File: config.mk
export PLATFORM = sky130hd
export DESIGN_NAME = id_stage
export DESIGN_NICKNAME = d
export VERILOG_FILES = /design/src/hdl/rv_pkg.sv /design/src/hdl/reg_file.sv /design/src/hdl/imm_gen.sv /design/src/hdl/main_control.sv /design/src/hdl/branch_compare.sv /design/src/hdl/hazard_unit.sv /design/src/hdl/id_stage.sv
export VERILOG_INCLUDE_DIRS = /design/src /design/src/hdl
export SDC_FILE = /design/constraint.sdc
export NUM_CORES = 2
export LEC_CHECK = 0
export ABC_AREA = 0
export BUFFER_PORTS_ARGS = -buffer_cell sky130_fd_sc_hd__buf_2
export CAP_MARGIN = 20
export CORE_MARGIN = 10
export CORE_UTILIZATION = 32
export DETAILED_ROUTE_END_ITERATION = 7
export GPL_TIMING_DRIVEN = 0
export PLACE_DENSITY_LB_ADDON = 0.25
export SYNTH_ARGS = -nofsm -noshare
export SYNTH_HDL_FRONTEND = slang
export SYNTH_SLANG_ARGS = --single-unit
File: constraint.sdc
create_clock -name clk -period 8.3 [get_ports clk]
set_input_delay 1.66 -clock clk [delete_from_list [all_inputs] [get_ports clk]]
set_output_delay 1.66 -clock clk [all_outputs]
set_load 0.1 [all_outputs]
File: src/hdl/rv_defines.svh
`ifndef RV_DEFINES_SVH
`define RV_DEFINES_SVH

// integer register and data path width
`define RV_XLEN 32

// program counter width
`define RV_PC_WIDTH 32

// register file geometry
`define RV_REG_AW 5
`define RV_REG_NUM 32

`endif

File: src/hdl/rv_pkg.sv
package rv_pkg;

  // base opcodes, inst[6:0]
  typedef enum logic [6:0] {
    OP_LUI    = 7'b0110111,
    OP_AUIPC  = 7'b0010111,
    OP_JAL    = 7'b1101111,
    OP_JALR   = 7'b1100111,
    OP_BRANCH = 7'b1100011,
    OP_LOAD   = 7'b0000011,
    OP_STORE  = 7'b0100011,
    OP_IMM    = 7'b0010011,
    OP_REG    = 7'b0110011,
    OP_SYSTEM = 7'b1110011
  } opcode_e;

  typedef enum logic [1:0] {
    ALU_ADD    = 2'b00,
    ALU_SUB    = 2'b01,
    ALU_FUNCT  = 2'b10, // execute looks at funct3/funct7
    ALU_BRANCH = 2'b11
  } alu_op_e;

  typedef enum logic [1:0] {
    SRCA_RS1  = 2'b00,
    SRCA_PC   = 2'b01,
    SRCA_ZERO = 2'b10
  } src_a_e;

  typedef enum logic [1:0] {
    SRCB_RS2  = 2'b00,
    SRCB_IMM  = 2'b01,
    SRCB_FOUR = 2'b10
  } src_b_e;

  typedef enum logic [1:0] {
    WB_ALU = 2'b00,
    WB_MEM = 2'b01,
    WB_PC4 = 2'b10,
    WB_CSR = 2'b11
  } wb_sel_e;

  // branch funct3
  typedef enum logic [2:0] {
    BR_BEQ  = 3'b000,
    BR_BNE  = 3'b001,
    BR_BLT  = 3'b100,
    BR_BGE  = 3'b101,
    BR_BLTU = 3'b110,
    BR_BGEU = 3'b111
  } br_funct_e;

endpackage

File: src/hdl/reg_file.sv
`timescale 1ns/1ns

`include "rv_defines.svh"

module reg_file (
  input  logic                  clk,
  input  logic                  arst_n,
  input  logic                  we,
  input  logic [`RV_REG_AW-1:0] waddr,
  input  logic [`RV_XLEN-1:0]   wdata,
  input  logic [`RV_REG_AW-1:0] raddr1,
  output logic [`RV_XLEN-1:0]   rdata1,
  input  logic [`RV_REG_AW-1:0] raddr2,
  output logic [`RV_XLEN-1:0]   rdata2
);

  logic [`RV_XLEN-1:0] regs [`RV_REG_NUM];

  // single write port, x0 never written
  always_ff @(posedge clk or negedge arst_n) begin
    if (!arst_n) begin
      regs <= '{default: '0};
    end else if (we && (waddr != '0)) begin
      regs[waddr] <= wdata;
    end
  end

  // async reads, no bypass of the write in flight
  assign rdata1 = (raddr1 == '0) ? '0 : regs[raddr1];
  assign rdata2 = (raddr2 == '0) ? '0 : regs[raddr2];

endmodule

File: src/hdl/imm_gen.sv
`timescale 1ns/1ns

`include "rv_defines.svh"

module imm_gen import rv_pkg::*; (
  input  logic [31:0]         inst,
  output logic [`RV_XLEN-1:0] imm
);

  localparam int XW = `RV_XLEN;

  opcode_e opcode;

  assign opcode = opcode_e'(inst[6:0]);

  // each field is built as a signed value, the size cast sign-extends it
  always_comb begin
    unique case (opcode)
      OP_JALR, OP_LOAD, OP_IMM, OP_SYSTEM: begin
        imm = XW'($signed(inst[31:20])); // I-type
      end
      OP_STORE: begin
        imm = XW'($signed({inst[31:25], inst[11:7]})); // S-type
      end
      OP_BRANCH: begin
        // B-type, bit 0 always zero
        imm = XW'($signed({inst[31], inst[7], inst[30:25], inst[11:8], 1'b0}));
      end
      OP_LUI, OP_AUIPC: begin
        imm = XW'($signed({inst[31:12], 12'b0})); // upper 20 bits
      end
      OP_JAL: begin
        // J-type, 21 bit offset
        imm = XW'($signed({inst[31], inst[19:12], inst[20], inst[30:21], 1'b0}));
      end
      default: begin
        imm = '0;
      end
    endcase
  end

endmodule

File: src/hdl/main_control.sv
`timescale 1ns/1ns

module main_control import rv_pkg::*; (
  input  opcode_e opcode,
  output alu_op_e alu_op,
  output src_a_e  src_a,
  output src_b_e  src_b,
  output wb_sel_e wb_sel,
  output logic    reg_write,
  output logic    mem_write,
  output logic    mem_read,
  output logic    csr_we,
  output logic    branch,
  output logic    jump,
  output logic    jalr_src,
  output logic    utype_src,
  output logic    jtype_src
);

  always_comb begin
    // everything inactive unless the opcode says otherwise
    alu_op    = ALU_ADD;
    src_a     = SRCA_RS1;
    src_b     = SRCB_RS2;
    wb_sel    = WB_ALU;
    reg_write = 1'b0;
    mem_write = 1'b0;
    mem_read  = 1'b0;
    csr_we    = 1'b0;
    branch    = 1'b0;
    jump      = 1'b0;
    jalr_src  = 1'b0;
    utype_src = 1'b0;
    jtype_src = 1'b0;

    case (opcode)
      OP_LUI: begin
        src_a     = SRCA_ZERO; // 0 + imm
        src_b     = SRCB_IMM;
        reg_write = 1'b1;
      end
      OP_AUIPC: begin
        src_a     = SRCA_PC;
        src_b     = SRCB_IMM;
        utype_src = 1'b1;
        reg_write = 1'b1;
      end
      OP_JAL, OP_JALR: begin
        // link value is pc + 4
        src_a     = SRCA_PC;
        src_b     = SRCB_FOUR;
        wb_sel    = WB_PC4;
        jump      = 1'b1;
        jtype_src = 1'b1;
        jalr_src  = (opcode == OP_JALR);
        reg_write = 1'b1;
      end
      OP_BRANCH: begin
        alu_op = ALU_BRANCH;
        src_b  = SRCB_RS2;
        branch = 1'b1;
      end
      OP_LOAD: begin
        src_b     = SRCB_IMM; // address = rs1 + imm
        mem_read  = 1'b1;
        wb_sel    = WB_MEM;
        reg_write = 1'b1;
      end
      OP_STORE: begin
        src_b     = SRCB_IMM;
        mem_write = 1'b1;
      end
      OP_IMM: begin
        alu_op    = ALU_FUNCT;
        src_b     = SRCB_IMM;
        reg_write = 1'b1;
      end
      OP_REG: begin
        alu_op    = ALU_FUNCT;
        reg_write = 1'b1;
      end
      OP_SYSTEM: begin
        // old csr value goes to rd
        csr_we    = 1'b1;
        wb_sel    = WB_CSR;
        reg_write = 1'b1;
      end
      default: begin
      end
    endcase
  end

endmodule

File: src/hdl/branch_compare.sv
`timescale 1ns/1ns

`include "rv_defines.svh"

module branch_compare import rv_pkg::*; (
  input  logic [`RV_XLEN-1:0] rs1,
  input  logic [`RV_XLEN-1:0] rs2,
  input  br_funct_e           funct3,
  output logic                taken
);

  logic eq;
  logic lt;
  logic ltu;

  assign eq  = (rs1 == rs2);
  assign lt  = ($signed(rs1) < $signed(rs2));
  assign ltu = (rs1 < rs2);

  always_comb begin
    case (funct3)
      BR_BEQ:  taken = eq;
      BR_BNE:  taken = !eq;
      BR_BLT:  taken = lt;
      BR_BGE:  taken = !lt;
      BR_BLTU: taken = ltu;
      BR_BGEU: taken = !ltu;
      default: taken = 1'b0; // 010, 011 are not branches
    endcase
  end

endmodule

File: src/hdl/hazard_unit.sv
`timescale 1ns/1ns

module hazard_unit (
  input  logic clk,
  input  logic arst_n,
  input  logic pc_src,
  output logic id_reg_flush,
  output logic zero_sel
);

  // fetched instruction after the branch is dropped right away
  assign id_reg_flush = pc_src;

  // the one already in IF/ID reaches decode next cycle,
  // its controls get zeroed for that cycle
  always_ff @(posedge clk or negedge arst_n) begin
    if (!arst_n) begin
      zero_sel <= 1'b0;
    end else begin
      zero_sel <= pc_src;
    end
  end

endmodule

File: src/hdl/id_stage.sv
`timescale 1ns/1ns

`include "rv_defines.svh"

module id_stage import rv_pkg::*; (
  input  logic                    clk,
  input  logic                    arst_n,
  input  logic [`RV_PC_WIDTH-1:0] pc,
  input  logic [31:0]             inst,
  input  logic [`RV_REG_AW-1:0]   addr_rs1,
  input  logic [`RV_REG_AW-1:0]   addr_rs2,
  input  logic [`RV_REG_AW-1:0]   addr_rd,
  input  logic                    reg_we,
  input  logic [`RV_XLEN-1:0]     data_rd,

  output logic [`RV_XLEN-1:0]     data_rs1,
  output logic [`RV_XLEN-1:0]     data_rs2,
  output logic [`RV_XLEN-1:0]     data_utype_rs1,
  output logic [`RV_XLEN-1:0]     data_imm,
  output logic [`RV_PC_WIDTH-1:0] branch_pc_new,

  output alu_op_e                 ctrl_alu_op,
  output logic                    ctrl_pc_src,
  output logic                    ctrl_reg_we,
  output src_a_e                  ctrl_alu_src_a,
  output src_b_e                  ctrl_alu_src_b,
  output logic                    ctrl_mem_write,
  output logic                    ctrl_mem_read,
  output wb_sel_e                 ctrl_mem_to_reg,
  output logic                    ctrl_id_reg_flush,
  output logic                    ctrl_csr_we,

  output logic [11:0]             csr_addr,
  output logic [2:0]              csr_func
);

  localparam int XW = `RV_XLEN;

  logic [`RV_XLEN-1:0]     imm;
  logic [`RV_PC_WIDTH-1:0] target_base;

  // raw controls before zeroing
  alu_op_e alu_op;
  src_a_e  src_a;
  src_b_e  src_b;
  wb_sel_e wb_sel;
  logic    reg_write;
  logic    mem_write;
  logic    mem_read;
  logic    csr_we;
  logic    branch;
  logic    jump;
  logic    jalr_src;
  logic    utype_src;
  logic    jtype_src;

  logic    taken;
  logic    zero_sel;

  reg_file reg_file_inst (
    .clk    (clk),
    .arst_n (arst_n),
    .we     (reg_we),
    .waddr  (addr_rd),
    .wdata  (data_rd),
    .raddr1 (addr_rs1),
    .rdata1 (data_rs1),
    .raddr2 (addr_rs2),
    .rdata2 (data_rs2)
  );

  imm_gen imm_gen_inst (
    .inst (inst),
    .imm  (imm)
  );

  main_control main_control_inst (
    .opcode    (opcode_e'(inst[6:0])),
    .alu_op    (alu_op),
    .src_a     (src_a),
    .src_b     (src_b),
    .wb_sel    (wb_sel),
    .reg_write (reg_write),
    .mem_write (mem_write),
    .mem_read  (mem_read),
    .csr_we    (csr_we),
    .branch    (branch),
    .jump      (jump),
    .jalr_src  (jalr_src),
    .utype_src (utype_src),
    .jtype_src (jtype_src)
  );

  branch_compare branch_compare_inst (
    .rs1    (data_rs1),
    .rs2    (data_rs2),
    .funct3 (br_funct_e'(inst[14:12])),
    .taken  (taken)
  );

  hazard_unit hazard_unit_inst (
    .clk          (clk),
    .arst_n       (arst_n),
    .pc_src       (ctrl_pc_src),
    .id_reg_flush (ctrl_id_reg_flush),
    .zero_sel     (zero_sel)
  );

  // redirect resolved here, one bubble instead of two
  assign ctrl_pc_src = jump || (branch && taken);

  // jalr is register relative, jal and branches pc relative
  assign target_base   = jalr_src ? data_rs1 : pc;
  assign branch_pc_new = target_base + imm;

  assign data_utype_rs1 = utype_src ? pc : '0; // auipc adds to pc
  assign data_imm       = jtype_src ? XW'(4) : imm; // link offset for jumps

  // wrong-path instruction turns into a bubble
  assign ctrl_alu_op     = zero_sel ? ALU_ADD  : alu_op;
  assign ctrl_alu_src_a  = zero_sel ? SRCA_RS1 : src_a;
  assign ctrl_alu_src_b  = zero_sel ? SRCB_RS2 : src_b;
  assign ctrl_mem_to_reg = zero_sel ? WB_ALU   : wb_sel;
  assign ctrl_reg_we     = zero_sel ? 1'b0     : reg_write;
  assign ctrl_mem_write  = zero_sel ? 1'b0     : mem_write;
  assign ctrl_mem_read   = zero_sel ? 1'b0     : mem_read;
  assign ctrl_csr_we     = zero_sel ? 1'b0     : csr_we;

  assign csr_addr = inst[31:20];
  assign csr_func = inst[14:12];

endmodule

==> run metrics <==
outcome complete, but fails checks; failing checks negative setup slack; crit path max-delay cell type mux4_2; Antenna Violating Nets Remaining 0; crit path max fanout 10; I/O Buffers 289; Die H 446 microns; final hold violation count 0; clk_skew 0.0231 ns; via count 39894; Worst path max stage delay 0.54 ns; vias per inst 5.88; Max Slew Vio Count 0; #FFs+latches synth 1025; Clock Tree Root clkbuf_16; area occupied by multi-input gates 0.0311 sq mm; Clk Latency, worst-skew pair 0.75 ns; post-synthesis adder-cell area fraction 1.39%; GP Congestion 0.923; HPWL after detailed placement 175000 microns; area grow syn2layout 19.5%; synthesized area per cell 15.1 sq um; register area 0.0256 sq mm; fraction of layout cells with a size suffix above 1 56.5%; Hold Path Class reg -> reg; drt first-iter violations 4279; leakage 30.2 nW; Final Util 38.4%; drt pass-1 iters 6; htree depth 3; chip width 446 microns; Sum Neg Setup Slack -0.0333 ns; Post-Synth Simple-Gate Area 2.98%; mean routed wirelength per cell 34.8 microns; vias in the first global route 40089; post-synthesis cell type count 55; Final setup violation count 1; Synth Area in Compound Gates 2.19%; WS Path Type in -> out; reg2reg start reg_file_inst.regs[909]; Reg clk slew, reported paths 0.06 ns; hold depth 1; worst path arrival time 6.67 ns; flop-to-flop setup slack 3.96 ns; worst r2r dst hazard_unit_inst.zero_sel; Worst setup SP type input port; final worst path period share 100%; Synth Area in XOR/XNOR 0.498%; R2R depth 15; RSZ-0062 raised after global routing yes; syn_nets 4011; CP Capture Type output port; required time worst endpoint 6.64 ns; final wirelength 236000 microns; Gate Count Post-Synth 3833; I/O pin total 303; Nets 4491; dpl cell area 0.0639 sq mm; first-pass GRT wire length 325000 microns; Design Area, Final 0.0693 sq mm; combinational family with the most area after synthesis multiplexers; Core ar. 0.181 sq mm; max_cap viols 0; Max-slew headroom 14.5%; fin worst setup slack -0.0333 ns; worst slack, placed -2.01 ns; Peak supply drop 0.180 mV; # clock sinks 1025; Post-synth EDFFs 0; gr usage total 23.2%; YS warnings 0; # DRC 0; Hold Path Sink reg_file_inst.regs[1000]; Num CTS Buffers 118; Worst-Margin Slew 1.28 ns; CTS tree done; min Tclk post-route 8.33 ns; Seq/Total Area, Yosys 44.2%; hold path startpoint reg_file_inst.regs[1000]; # rows 156; Synth Flop Type dfrtp_1; Overflow after GRT 0; initial antenna violation count 34; largest net degree at the start of global routing 163; Max clock buf depth 3; total power density per cell area 243 mW/mm^2; mux share of post-synthesis cell area 45.3%; ys async rst share 100%; full die area 0.199 sq mm; Netlist Area Pre-Place 0.0580 sq mm; CP cell instances clkbuf_8 -> bufbuf_16 -> buf_12 -> mux4_2 -> mux4_2 -> mux2i_4 -> nor2_2 -> mux2_2 -> ha_2 -> and3_1 -> a221o_1 -> a211o_1 -> a21o_1 -> a21o_1 -> a31o_2 -> o22ai_4 -> xnor2_4 -> buf_12; worst path bufs/invs 4; Top delay family on crit path multiplexers; fmax 120 MHz; Overall Power 16.8 mW; Filler cells 17088; Initial Util 32.1%
-- worst max-delay path by stage --
| stage | start | to | slack (ns) | cells past startpoint |
|---|---|---|---|---|
| after floorplan | addr_rs1[1] | ctrl_pc_src | -0.20 | 17 |
| after global placement | arst_n | reg_file_inst.regs[785] | -18.02 | 1 |
| after detailed placement | addr_rs2[1] | ctrl_pc_src | -2.01 | 20 |
| after CTS | addr_rs1[0] | branch_pc_new[17] | 0.0006 | 18 |
| after global routing | addr_rs1[0] | branch_pc_new[31] | -0.06 | 18 |
| final | addr_rs1[0] | branch_pc_new[31] | -0.03 | 18 |
-- sequential cells by signal, indices dropped and copies added, names as in the netlist --
register and count:
reg_file_inst.regs 1024, hazard_unit_inst.zero_sel 1
-- logic make-up (layout without fill, tap and decap cells) --
group,Yosys count,count (layout)
AOI/OAI and AO/OA,190,190
DFF,1025,1025
muxes,1699,1699
adders and majority gates,64,64
and+or+nand+nor,345,345
xor gates and xnor gates,33,33
buffers and inverters,477,1051
other,0,12
-- cell type report --
class,instances,area share (%)
clock buffer,187,5.22
multi-input combinational,2331,44.9
clock inverter,27,0.410
buffer,426,3.92
sequential,1025,37.0
tap,2370,4.28
antenna,12,0.0433
inverter,49,0.265
timing repair buffer,362,4.00
-- metrics by stage --
stage / hold WS, ns / cells
2_1_floorplan: 0.441 / 3833
3_3_place_gp: 0.453 / 6492
3_5_place_dp: 0.467 / 6553
4_1_cts: 0.480 / 6774
5_1_grt: 0.490 / 6784
6_report: 0.478 / 6789
-- cells in the mapped netlist (8+ instances only) --
| library cell | instances | area share, % |
|---|---|---|
| nor3_1 | 14 | 0.12 |
| a21oi_1 | 53 | 0.46 |
| o21bai_1 | 8 | 0.10 |
| buf_4 | 18 | 0.23 |
| nand3_1 | 8 | 0.069 |
| o21ai_0 | 20 | 0.17 |
| clkbuf_1 | 254 | 1.6 |
| buf_1 | 71 | 0.46 |
| and2_1 | 59 | 0.64 |
| mux2i_1 | 37 | 0.64 |
| mux2_2 | 1023 | 20 |
| a21o_1 | 67 | 0.87 |
| xnor2_1 | 25 | 0.38 |
| xor2_1 | 8 | 0.12 |
| nand2b_1 | 45 | 0.49 |
| nand2_1 | 90 | 0.58 |
| nand4_1 | 12 | 0.13 |
| mux4_2 | 639 | 25 |
| nor2b_1 | 11 | 0.12 |
| inv_1 | 49 | 0.32 |
| o21a_1 | 10 | 0.13 |
| ha_1 | 63 | 1.4 |
| buf_2 | 84 | 0.72 |
| dfrtp_1 | 1025 | 44 |
| nor2_1 | 79 | 0.51 |
-- worst reg2reg max path: cells and delay by family, from the launching register on --
kind                       cells  cell delay [ns]
adders and majority gates      1             0.32
DFF                            1             0.41
muxes                          3             1.30
AOI/OAI and AO/OA              7             1.53
and+or+nand+nor                2             0.27
buffers and inverters          1             0.22
xor gates and xnor gates       1             0.18
-- what timing repair did --
item                                   in CTS  in global routing
buffers inserted                            7                  3
setup endpoints to repair                  30                 14
resized for setup                         384                 40
endpoints found under the hold margin       0                  0
gates cloned                                2                  0
hold buffers                                0                  0
pin swaps                                  10                  7
-- where the power goes --
part	total [mW]	switching, mW	internal, mW
Clock	5.31	2.22	3.09
Sequential	6.63	0.682	5.95
Combinational	4.88	2.63	2.25
Total	16.8	5.54	11.3
-- cell usage in the layout, fill, tap and decap left out, types with 10 or more instances in the layout --
cell          n
a21o_1       59
a21oi_1      44
and2_1       59
buf_1        53
buf_12       27
buf_16       18
buf_2       294
buf_4        50
buf_6        32
buf_8        56
clkbuf_1    239
clkbuf_16   122
clkbuf_2     28
clkbuf_4     10
clkbuf_8     44
clkinv_2     18
dfrtp_1    1025
diode_2      12
ha_1         55
inv_1        49
mux2_2     1023
mux2i_1      24
mux4_2      639
nand2_1      90
nand2b_1     45
nand4_1      12
nor2_1       44
nor2_2       24
nor2_4       11
nor2b_1      11
nor3_1       11
o21a_1       10
o21ai_0      15
xnor2_2      13
-- layer usage --
layer	GRT usage, %	part of all wire, %
met5	0	0.023
met4	10.2	4.5
met3	4.38	7.3
met2	36.7	47
met1	30.9	41
Note: power is estimated with default switching activity, not from simulation.
